<file path="src/design/rv_pkg.sv">
package rv_pkg;

    // ------------------------------------------------------------
    // widths
    // ------------------------------------------------------------
    localparam int xlen       = 32;
    localparam int reg_addr_w = 5;
    localparam int nregs      = 32;
    localparam int shamt_w    = 5;   // shift amount, low bits of operand b

    // ------------------------------------------------------------
    // opcodes and funct3 codes of the supported groups
    // ------------------------------------------------------------
    localparam logic [6:0] op_r_type = 7'b0110011;
    localparam logic [6:0] op_i_alu  = 7'b0010011;
    localparam logic [6:0] op_lui    = 7'b0110111;

    localparam logic [2:0] f3_add_sub = 3'b000;
    localparam logic [2:0] f3_sll     = 3'b001;
    localparam logic [2:0] f3_slt     = 3'b010;
    localparam logic [2:0] f3_sltu    = 3'b011;
    localparam logic [2:0] f3_xor     = 3'b100;
    localparam logic [2:0] f3_srl_sra = 3'b101;
    localparam logic [2:0] f3_or      = 3'b110;
    localparam logic [2:0] f3_and     = 3'b111;

    typedef enum logic [3:0] {
        alu_add  = 4'd0,
        alu_sub  = 4'd1,
        alu_and  = 4'd2,
        alu_or   = 4'd3,
        alu_xor  = 4'd4,
        alu_slt  = 4'd5,
        alu_sltu = 4'd6,
        alu_sll  = 4'd7,
        alu_srl  = 4'd8,
        alu_sra  = 4'd9
    } alu_op_e;

    // zero is only picked by lui
    typedef enum logic {
        opa_rs1  = 1'b0,
        opa_zero = 1'b1
    } opa_sel_e;

    // ------------------------------------------------------------
    // stage payloads
    // ------------------------------------------------------------
    typedef struct packed {
        logic                  valid;
        logic [reg_addr_w-1:0] rs1;
        logic [reg_addr_w-1:0] rs2;
        logic [reg_addr_w-1:0] rd;
        logic [xlen-1:0]       rs1_data;
        logic [xlen-1:0]       rs2_data;
        logic [xlen-1:0]       imm;
        alu_op_e               alu_op;
        opa_sel_e              opa_sel;
        logic                  use_imm;   // operand b from imm instead of rs2
    } ex_payload_t;

    typedef struct packed {
        logic                  valid;
        logic [reg_addr_w-1:0] rd;
        logic [xlen-1:0]       result;
    } wb_payload_t;

endpackage
</file>
<file path="src/design/rv_core_top.sv">
`timescale 1ns/1ps

module rv_core_top (
    input  logic                          i_clk,
    input  logic                          i_rst,
    input  logic                          i_instr_valid,
    input  logic [rv_pkg::xlen-1:0]       i_instr,
    input  logic                          i_flush,
    output logic                          o_wb_valid,
    output logic [rv_pkg::reg_addr_w-1:0] o_wb_rd,
    output logic [rv_pkg::xlen-1:0]       o_wb_data
);

    logic [rv_pkg::reg_addr_w-1:0] rs1_addr;
    logic [rv_pkg::reg_addr_w-1:0] rs2_addr;
    logic [rv_pkg::xlen-1:0]       rs1_data;
    logic [rv_pkg::xlen-1:0]       rs2_data;
    rv_pkg::ex_payload_t           ex_d;
    rv_pkg::ex_payload_t           ex_q;
    rv_pkg::wb_payload_t           wb_d;
    rv_pkg::wb_payload_t           wb_q;

    // ------------------------------------------------------------
    // decode and register read
    // ------------------------------------------------------------
    rv_decode u_decode (
        .i_instr_valid (i_instr_valid),
        .i_instr       (i_instr),
        .o_rs1_addr    (rs1_addr),
        .o_rs2_addr    (rs2_addr),
        .i_rs1_data    (rs1_data),
        .i_rs2_data    (rs2_data),
        .o_ex          (ex_d)
    );

    rv_regfile u_regfile (
        .i_clk      (i_clk),
        .i_rst      (i_rst),
        .i_rs1_addr (rs1_addr),
        .i_rs2_addr (rs2_addr),
        .o_rs1_data (rs1_data),
        .o_rs2_data (rs2_data),
        .i_wb       (wb_q)
    );

    rv_stage_reg #(.payload_t(rv_pkg::ex_payload_t)) u_ex_reg (
        .i_clk   (i_clk),
        .i_rst   (i_rst),
        .i_flush (i_flush),
        .i_d     (ex_d),
        .o_q     (ex_q)
    );

    // ------------------------------------------------------------
    // execute and writeback
    // ------------------------------------------------------------
    rv_execute u_execute (
        .i_ex (ex_q),
        .i_wb (wb_q),
        .o_wb (wb_d)
    );

    // flush port omitted, reset-only clearing
    rv_stage_reg #(.payload_t(rv_pkg::wb_payload_t)) u_wb_reg (
        .i_clk (i_clk),
        .i_rst (i_rst),
        .i_d   (wb_d),
        .o_q   (wb_q)
    );

    assign o_wb_valid = wb_q.valid;
    assign o_wb_rd    = wb_q.rd;
    assign o_wb_data  = wb_q.result;

endmodule

</file>
<file path="src/design/rv_execute.sv">
`timescale 1ns/1ps

module rv_execute (
    input  rv_pkg::ex_payload_t i_ex,
    input  rv_pkg::wb_payload_t i_wb,
    output rv_pkg::wb_payload_t o_wb
);

    logic                       wb_live;
    logic                       fwd_a;
    logic                       fwd_b;
    logic [rv_pkg::xlen-1:0]    rs1_val;
    logic [rv_pkg::xlen-1:0]    rs2_val;
    logic [rv_pkg::xlen-1:0]    op_a;
    logic [rv_pkg::xlen-1:0]    op_b;
    logic [rv_pkg::shamt_w-1:0] shamt;
    logic [rv_pkg::xlen-1:0]    result;

    // ------------------------------------------------------------
    // forward from writeback
    // ------------------------------------------------------------
    assign wb_live = i_wb.valid && (i_wb.rd != '0);
    assign fwd_a   = wb_live && (i_wb.rd == i_ex.rs1);
    assign fwd_b   = wb_live && (i_wb.rd == i_ex.rs2);

    assign rs1_val = fwd_a ? i_wb.result : i_ex.rs1_data;
    assign rs2_val = fwd_b ? i_wb.result : i_ex.rs2_data;

    // operand select
    assign op_a  = (i_ex.opa_sel == rv_pkg::opa_zero) ? '0 : rs1_val;
    assign op_b  = i_ex.use_imm ? i_ex.imm : rs2_val;
    assign shamt = op_b[rv_pkg::shamt_w-1:0];

    // ------------------------------------------------------------
    // alu
    // ------------------------------------------------------------
    always_comb begin
        case (i_ex.alu_op)
            rv_pkg::alu_add:  result = op_a + op_b;
            rv_pkg::alu_sub:  result = op_a - op_b;
            rv_pkg::alu_and:  result = op_a & op_b;
            rv_pkg::alu_or:   result = op_a | op_b;
            rv_pkg::alu_xor:  result = op_a ^ op_b;
            rv_pkg::alu_slt: begin
                result = {{(rv_pkg::xlen-1){1'b0}}, ($signed(op_a) < $signed(op_b))};
            end
            rv_pkg::alu_sltu: begin
                result = {{(rv_pkg::xlen-1){1'b0}}, (op_a < op_b)};
            end
            rv_pkg::alu_sll:  result = op_a << shamt;
            rv_pkg::alu_srl:  result = op_a >> shamt;
            rv_pkg::alu_sra:  result = $unsigned($signed(op_a) >>> shamt);
            default:          result = '0;
        endcase
    end

    always_comb begin
        o_wb.valid  = i_ex.valid;
        o_wb.rd     = i_ex.rd;
        o_wb.result = result;
    end

endmodule

</file>
<file path="src/design/rv_stage_reg.sv">
`timescale 1ns/1ps

// one pipeline register, shared by the ex and wb stages
module rv_stage_reg #(
    parameter type payload_t = logic
) (
    input  logic     i_clk,
    input  logic     i_rst,
    input  logic     i_flush = 1'b0,   // left open on the wb instance
    input  payload_t i_d,
    output payload_t o_q
);

    // clearing the whole payload drops its valid bit
    always_ff @(posedge i_clk or posedge i_rst) begin
        if (i_rst) begin
            o_q <= '0;
        end else if (i_flush) begin
            o_q <= '0;
        end else begin
            o_q <= i_d;
        end
    end

endmodule

</file>
<file path="src/design/rv_decode.sv">
`timescale 1ns/1ps

module rv_decode (
    input  logic                          i_instr_valid,
    input  logic [rv_pkg::xlen-1:0]       i_instr,
    output logic [rv_pkg::reg_addr_w-1:0] o_rs1_addr,
    output logic [rv_pkg::reg_addr_w-1:0] o_rs2_addr,
    input  logic [rv_pkg::xlen-1:0]       i_rs1_data,
    input  logic [rv_pkg::xlen-1:0]       i_rs2_data,
    output rv_pkg::ex_payload_t           o_ex
);

    logic [6:0]                    opcode;
    logic [2:0]                    funct3;
    logic                          funct7_b30;
    logic [rv_pkg::reg_addr_w-1:0] rd;
    logic [rv_pkg::xlen-1:0]       imm_i;
    logic [rv_pkg::xlen-1:0]       imm_u;
    logic                          is_r_type;
    logic                          is_i_alu;
    logic                          is_lui;
    rv_pkg::alu_op_e               alu_op;

    // ------------------------------------------------------------
    // field split
    // ------------------------------------------------------------
    assign opcode     = i_instr[6:0];
    assign rd         = i_instr[11:7];
    assign funct3     = i_instr[14:12];
    assign o_rs1_addr = i_instr[19:15];
    assign o_rs2_addr = i_instr[24:20];
    assign funct7_b30 = i_instr[30];

    assign imm_i = {{20{i_instr[31]}}, i_instr[31:20]};
    assign imm_u = {i_instr[31:12], 12'b0};

    assign is_r_type = (opcode == rv_pkg::op_r_type);
    assign is_i_alu  = (opcode == rv_pkg::op_i_alu);
    assign is_lui    = (opcode == rv_pkg::op_lui);

    // ------------------------------------------------------------
    // alu op select
    // ------------------------------------------------------------
    always_comb begin
        alu_op = rv_pkg::alu_add;
        case (funct3)
            rv_pkg::f3_add_sub: begin
                // bit 30 is imm on addi, only r-type has sub
                if (is_r_type && funct7_b30)
                    alu_op = rv_pkg::alu_sub;
                else
                    alu_op = rv_pkg::alu_add;
            end
            rv_pkg::f3_sll:  alu_op = rv_pkg::alu_sll;
            rv_pkg::f3_slt:  alu_op = rv_pkg::alu_slt;
            rv_pkg::f3_sltu: alu_op = rv_pkg::alu_sltu;
            rv_pkg::f3_xor:  alu_op = rv_pkg::alu_xor;
            rv_pkg::f3_srl_sra: begin
                if (funct7_b30)
                    alu_op = rv_pkg::alu_sra;   // srai keeps bit 30 too
                else
                    alu_op = rv_pkg::alu_srl;
            end
            rv_pkg::f3_or:   alu_op = rv_pkg::alu_or;
            rv_pkg::f3_and:  alu_op = rv_pkg::alu_and;
            default:         alu_op = rv_pkg::alu_add;
        endcase
        if (is_lui)
            alu_op = rv_pkg::alu_add;   // 0 + imm_u
    end

    // ------------------------------------------------------------
    // execute payload
    // ------------------------------------------------------------
    always_comb begin
        o_ex          = '0;
        o_ex.valid    = i_instr_valid && (is_r_type || is_i_alu || is_lui);
        o_ex.rs1      = o_rs1_addr;
        o_ex.rs2      = o_rs2_addr;
        o_ex.rd       = rd;
        o_ex.rs1_data = i_rs1_data;
        o_ex.rs2_data = i_rs2_data;
        o_ex.imm      = is_lui ? imm_u : imm_i;
        o_ex.alu_op   = alu_op;
        o_ex.opa_sel  = is_lui ? rv_pkg::opa_zero : rv_pkg::opa_rs1;
        o_ex.use_imm  = !is_r_type;
    end

endmodule

</file>
<file path="src/design/rv_regfile.sv">
`timescale 1ns/1ps

module rv_regfile (
    input  logic                          i_clk,
    input  logic                          i_rst,
    input  logic [rv_pkg::reg_addr_w-1:0] i_rs1_addr,
    input  logic [rv_pkg::reg_addr_w-1:0] i_rs2_addr,
    output logic [rv_pkg::xlen-1:0]       o_rs1_data,
    output logic [rv_pkg::xlen-1:0]       o_rs2_data,
    input  rv_pkg::wb_payload_t           i_wb
);

    logic [rv_pkg::xlen-1:0] regs [rv_pkg::nregs];
    logic                    wr_en;

    assign wr_en = i_wb.valid && (i_wb.rd != '0);   // x0 writes dropped

    always_ff @(posedge i_clk or posedge i_rst) begin
        if (i_rst) begin
            for (int i = 0; i < rv_pkg::nregs; i++) begin
                regs[i] <= '0;
            end
        end else if (wr_en) begin
            regs[i_wb.rd] <= i_wb.result;
        end
    end

    // write-through so decode sees the value retiring this cycle
    always_comb begin
        if (i_rs1_addr == '0)
            o_rs1_data = '0;
        else if (wr_en && (i_wb.rd == i_rs1_addr))
            o_rs1_data = i_wb.result;
        else
            o_rs1_data = regs[i_rs1_addr];

        if (i_rs2_addr == '0)
            o_rs2_data = '0;
        else if (wr_en && (i_wb.rd == i_rs2_addr))
            o_rs2_data = i_wb.result;
        else
            o_rs2_data = regs[i_rs2_addr];
    end

endmodule

</file>
<file path="config.mk">
export PLATFORM = sky130hd
export DESIGN_NAME = rv_core_top
export DESIGN_NICKNAME = d
export VERILOG_FILES = /design/src/design/rv_pkg.sv /design/src/design/rv_core_top.sv /design/src/design/rv_execute.sv /design/src/design/rv_stage_reg.sv /design/src/design/rv_decode.sv /design/src/design/rv_regfile.sv
export SDC_FILE = /design/constraint.sdc
export NUM_CORES = 2
export LEC_CHECK = 0
export BUFFER_PORTS_ARGS = -buffer_cell sky130_fd_sc_hd__buf_2
export CORE_ASPECT_RATIO = 0.75
export CORE_MARGIN = 1
export CORE_UTILIZATION = 45
export CTS_BUF_LIST = sky130_fd_sc_hd__clkbuf_8
export DETAILED_ROUTE_END_ITERATION = 8
export GPL_TIMING_DRIVEN = 1
export SETUP_SLACK_MARGIN = 0.15
export SLEW_MARGIN = 20
export SYNTH_ARGS = -nofsm -noshare
export SYNTH_HDL_FRONTEND = slang
export SYNTH_SLANG_ARGS = --single-unit
</file>
<file path="constraint.sdc">
create_clock -name i_clk -period 37.1 [get_ports i_clk]
set_input_delay 1.855 -clock i_clk [delete_from_list [all_inputs] [get_ports i_clk]]
set_output_delay 1.855 -clock i_clk [all_outputs]
set_load 0.01 [all_outputs]
</file>
==> results.py <==
metrics = {
    "run_status": {
        "status": "finished clean",
    },
    "clock_network": {
        "cts_made_buffers": 188,
        "cts_tree": "yes",
        "cts_setup_buffers": 0,
        "cts.clk_slew.worst_paths_ns": 0.07,
        "clk_latency_ns": 0.95,
        "cts_max_level": 4,
        "cts-root-buf": "clkbuf_8",
        "clockBufferDepth": 3,
        "ctsHoldBuffers": 0,
        "cts_resized": 0,
        "clock_sinks": 1180,
    },
    "critical_path": {
        "setup.worst_path.end_class": "register",
        "crit_top_cell": "buf_4",
        "r2r_slack_ns": 30.05,
        "crit_chain": "or3_1 > o21ai_4 > nor3_4 > buf_4 > o311ai_4 > buf_4 > inv_2 > buf_4 > ha_1 > o311a_1 > a41o_1 > o2111ai_1 > nand4b_1 > a2111oi_0 > nor3_1 > a211oi_1 > xnor2_1 > o21ai_1",
        "path_buf_inv": 4,
        "crit_slowest_cell": "a2111oi_0",
        "rr_worst_depth": 18,
        "cp_top_family": "compound AO/OA/AOI/OAI gates",
        "crit_fanout": 53,
        "worstPathArrival_ns": 7.87,
        "startpoint_type": "register",
        "path_class": "register to register",
        "crit_required_ns": 37.91,
        "reg2reg_to": "u_wb_reg.o_q[31]",
        "worstReg2RegStart": "u_wb_reg.o_q[36]",
        "cp_slowest_stage_delay_ns": 1.10,
    },
    "floorplanning": {
        "core_um2": 152500,
        "pin_count": 74,
        "die_h_um": 341.6,
        "dieArea_um2": 155400,
        "die_x_um": 454.8,
        "core.rowCount": 124,
        "start_util_pct": 45.38,
    },
    "placed_design": {
        "portBuffers": 73,
        "dp.final_hpwl_um": 140400,
        "gp_congestion": 1.033,
    },
    "synthesis": {
        "synth_xor_area_share_pct": 0.5189,
        "synth_top_area_cell": "dfrtp_1",
        "synthAdderAreaFrac_pct": 1.812,
        "synth.area.mux_share_pct": 40.27,
        "ys_async_sr_fraction_pct": 100.0,
        "avgSynthCellArea_um2": 13.44,
        "ys_ff_latch": 1180,
        "syn_area_um2": 69210,
        "ys_seq_area_share_pct": 42.67,
        "yosys.area.top_type_share_pct": 42.67,
        "synth_area_leaders": "dfrtp_1, mux4_2, mux2_2",
        "syn-num-nets": 5286,
        "synth_edf_count": 0,
        "yosys_warnings": 0,
        "synth_flop_cell": "dfrtp_1",
        "synth-simple-area-share_pct": 4.581,
        "synth_compound_area_share_pct": 6.597,
        "synthesis.instances": 5151,
        "synth_top_family_by_area": "multiplexers",
        "synth_cell_types": 82,
    },
    "timing": {
        "fin_crit_ns": 7.052,
        "period_share_pct": 19.01,
        "slew_headroom_pct": 17.90,
        "hold_viol_final": 0,
        "final-max-slew-violation-count": 0,
        "max_freq_ghz": 0.1418,
        "rsz0062_at_grt": "false",
        "setup-violations-final": 0,
        "tightest_slew_ns": 1.200,
        "finalSetupTns_ns": 0,
        "final.setup_skew_ns": 0.04999,
    },
    "cells_and_area": {
        "drive_above_1_share_pct": 43.20,
        "area_growth_pct": 8.926,
        "fin_nets": 5159,
    },
    "detailed_routing": {
        "firstDrtPassIters": 6,
        "drt-initial-drc-count": 5155,
        "wl_per_cell_um": 32.91,
        "avgViaCountPerCell": 6.617,
        "via_count": 47497,
        "ant_nets": 0,
        "wl_um": 236200,
        "drc_errors": 0,
    },
    "flow_run": {
        "cap_violations": 0,
    },
    "power": {
        "p_sw_share_pct": 27.59,
        "p_switching_uw": 759.6,
        "p_leak_uw": 0.03433,
        "clkPwrFrac_pct": 42.6,
        "p_total_uw": 2753,
        "seqPwrFrac_pct": 47.6,
        "peakVddDrop_v": 0.00004108,
        "combPwrFrac_pct": 9.8,
        "p_per_area_nw_per_um2": 36.52,
        "p_int_uw": 1993,
    },
    "grt": {
        "grt.overflow.total": 0,
        "grt_pass1_wl_um": 345100,
        "grt_max_degree": 155,
        "grt_util_all_layers_pct": 30.64,
        "antenna_found_initial": 4,
        "grt_pass1_vias": 47352,
    },
    "worst_hold_path": {
        "hp-start": "u_ex_reg.o_q[102]",
        "hold_path.class": "register to register",
        "hold_end": "u_wb_reg.o_q[32]",
        "hold_depth": 0,
    },
}
placed cells by master, fill, tap and decap left out, drive strengths merged, types with 32 or more instances in the layout:
cell,instances
ha,97
a211oi,100
mux2i,198
nor2,227
a21oi,95
a22oi,35
mux4,635
nand3,41
o211ai,40
dfrtp,1180
buf,220
nand2,171
nor2b,74
nand2b,32
inv,156
nor3,48
mux2,1028
clkbuf,232
o21ai,134
state kept, by name (all words and copies together) (netlist names):
signal	flops
u_ex_reg.o_q	118
u_regfile.regs	1024
u_wb_reg.o_q	38
per-layer routing:
layer	track usage [%]	routed length [µm]
met1	44.95	103900
met2	44.02	102900
met3	7.225	20660
met4	11.48	8801
met5	0	13
kinds of logic (layout without fill, tap and decap cells):
| kind of cell | after synthesis | count (layout) |
|---|---|---|
| muxes | 1861 | 1861 |
| other | 0 | 4 |
| and+or+nand+nor | 675 | 675 |
| AOI/OAI and AO/OA | 658 | 658 |
| adders and majority gates | 99 | 99 |
| buffers and inverters | 637 | 644 |
| xor gates and xnor gates | 41 | 41 |
| DFF | 1180 | 1180 |
per-stage QoR:
| step | setup WS [ns] | util, % | std cells | area [µm²] | hold slack, ns |
|---|---|---|---|---|---|
| floorplan | 2.005 | - | 5151 | 69210 | 0.3312 |
| global placement | 29.48 | 46.87 | 6849 | 71480 | 0.3370 |
| detailed placement | 29.40 | 46.88 | 6849 | 71490 | 0.3373 |
| CTS | 30.26 | 49.40 | 7173 | 75340 | 0.3500 |
| global route | 29.82 | 49.43 | 7178 | 75380 | 0.3628 |
| finish | 30.05 | 49.43 | 7178 | 75380 | 0.3486 |
layout make-up:
type / instances / area (µm²)
Antenna cell: 4 / 10.01
Clock buffer: 232 / 3193
Clock inverter: 92 / 655.6
Fill cell: 13303 / 77130
Inverter: 100 / 382.9
Multi-Input combinational cell: 3334 / 37490
Sequential cell: 1180 / 29530
Tap cell: 2016 / 2522
Timing Repair Buffer: 220 / 1597
synth_stat cells, drive strengths merged, types with 32 or more instances:
library cell     n
buf            168
nand2b          32
dfrtp         1180
a21oi           95
o211ai          40
mux2i          198
a22oi           35
inv             98
o21ai          134
a211oi         100
nand2          171
nor3            48
clkbuf         369
mux4           635
mux2          1028
nor2b           74
ha              97
nand3           41
nor2           227
worst max path at each step:
stage / from / to / slack, ns / depth (start not counted)
floorplan: i_rst / u_ex_reg.o_q[0] / 2.01 / 1
global placement: i_rst / u_ex_reg.o_q[1] / 29.48 / 8
detailed placement: i_rst / u_ex_reg.o_q[1] / 29.40 / 8
CTS: u_wb_reg.o_q[36] / u_wb_reg.o_q[31] / 30.26 / 18
global route: i_rst / u_ex_reg.o_q[1] / 29.82 / 8
finish: u_wb_reg.o_q[36] / u_wb_reg.o_q[31] / 30.05 / 18
power groups by stage:
stage	sequential, µW	combinational [µW]	clock (µW)
after floorplan	1340	169	0
after global placement	1330	268	0
after detailed placement	1330	267	0
after CTS	1310	268	1200
after global routing	1310	287	1260
final	1310	269	1170
Note: power is estimated with default switching activity, not from simulation.
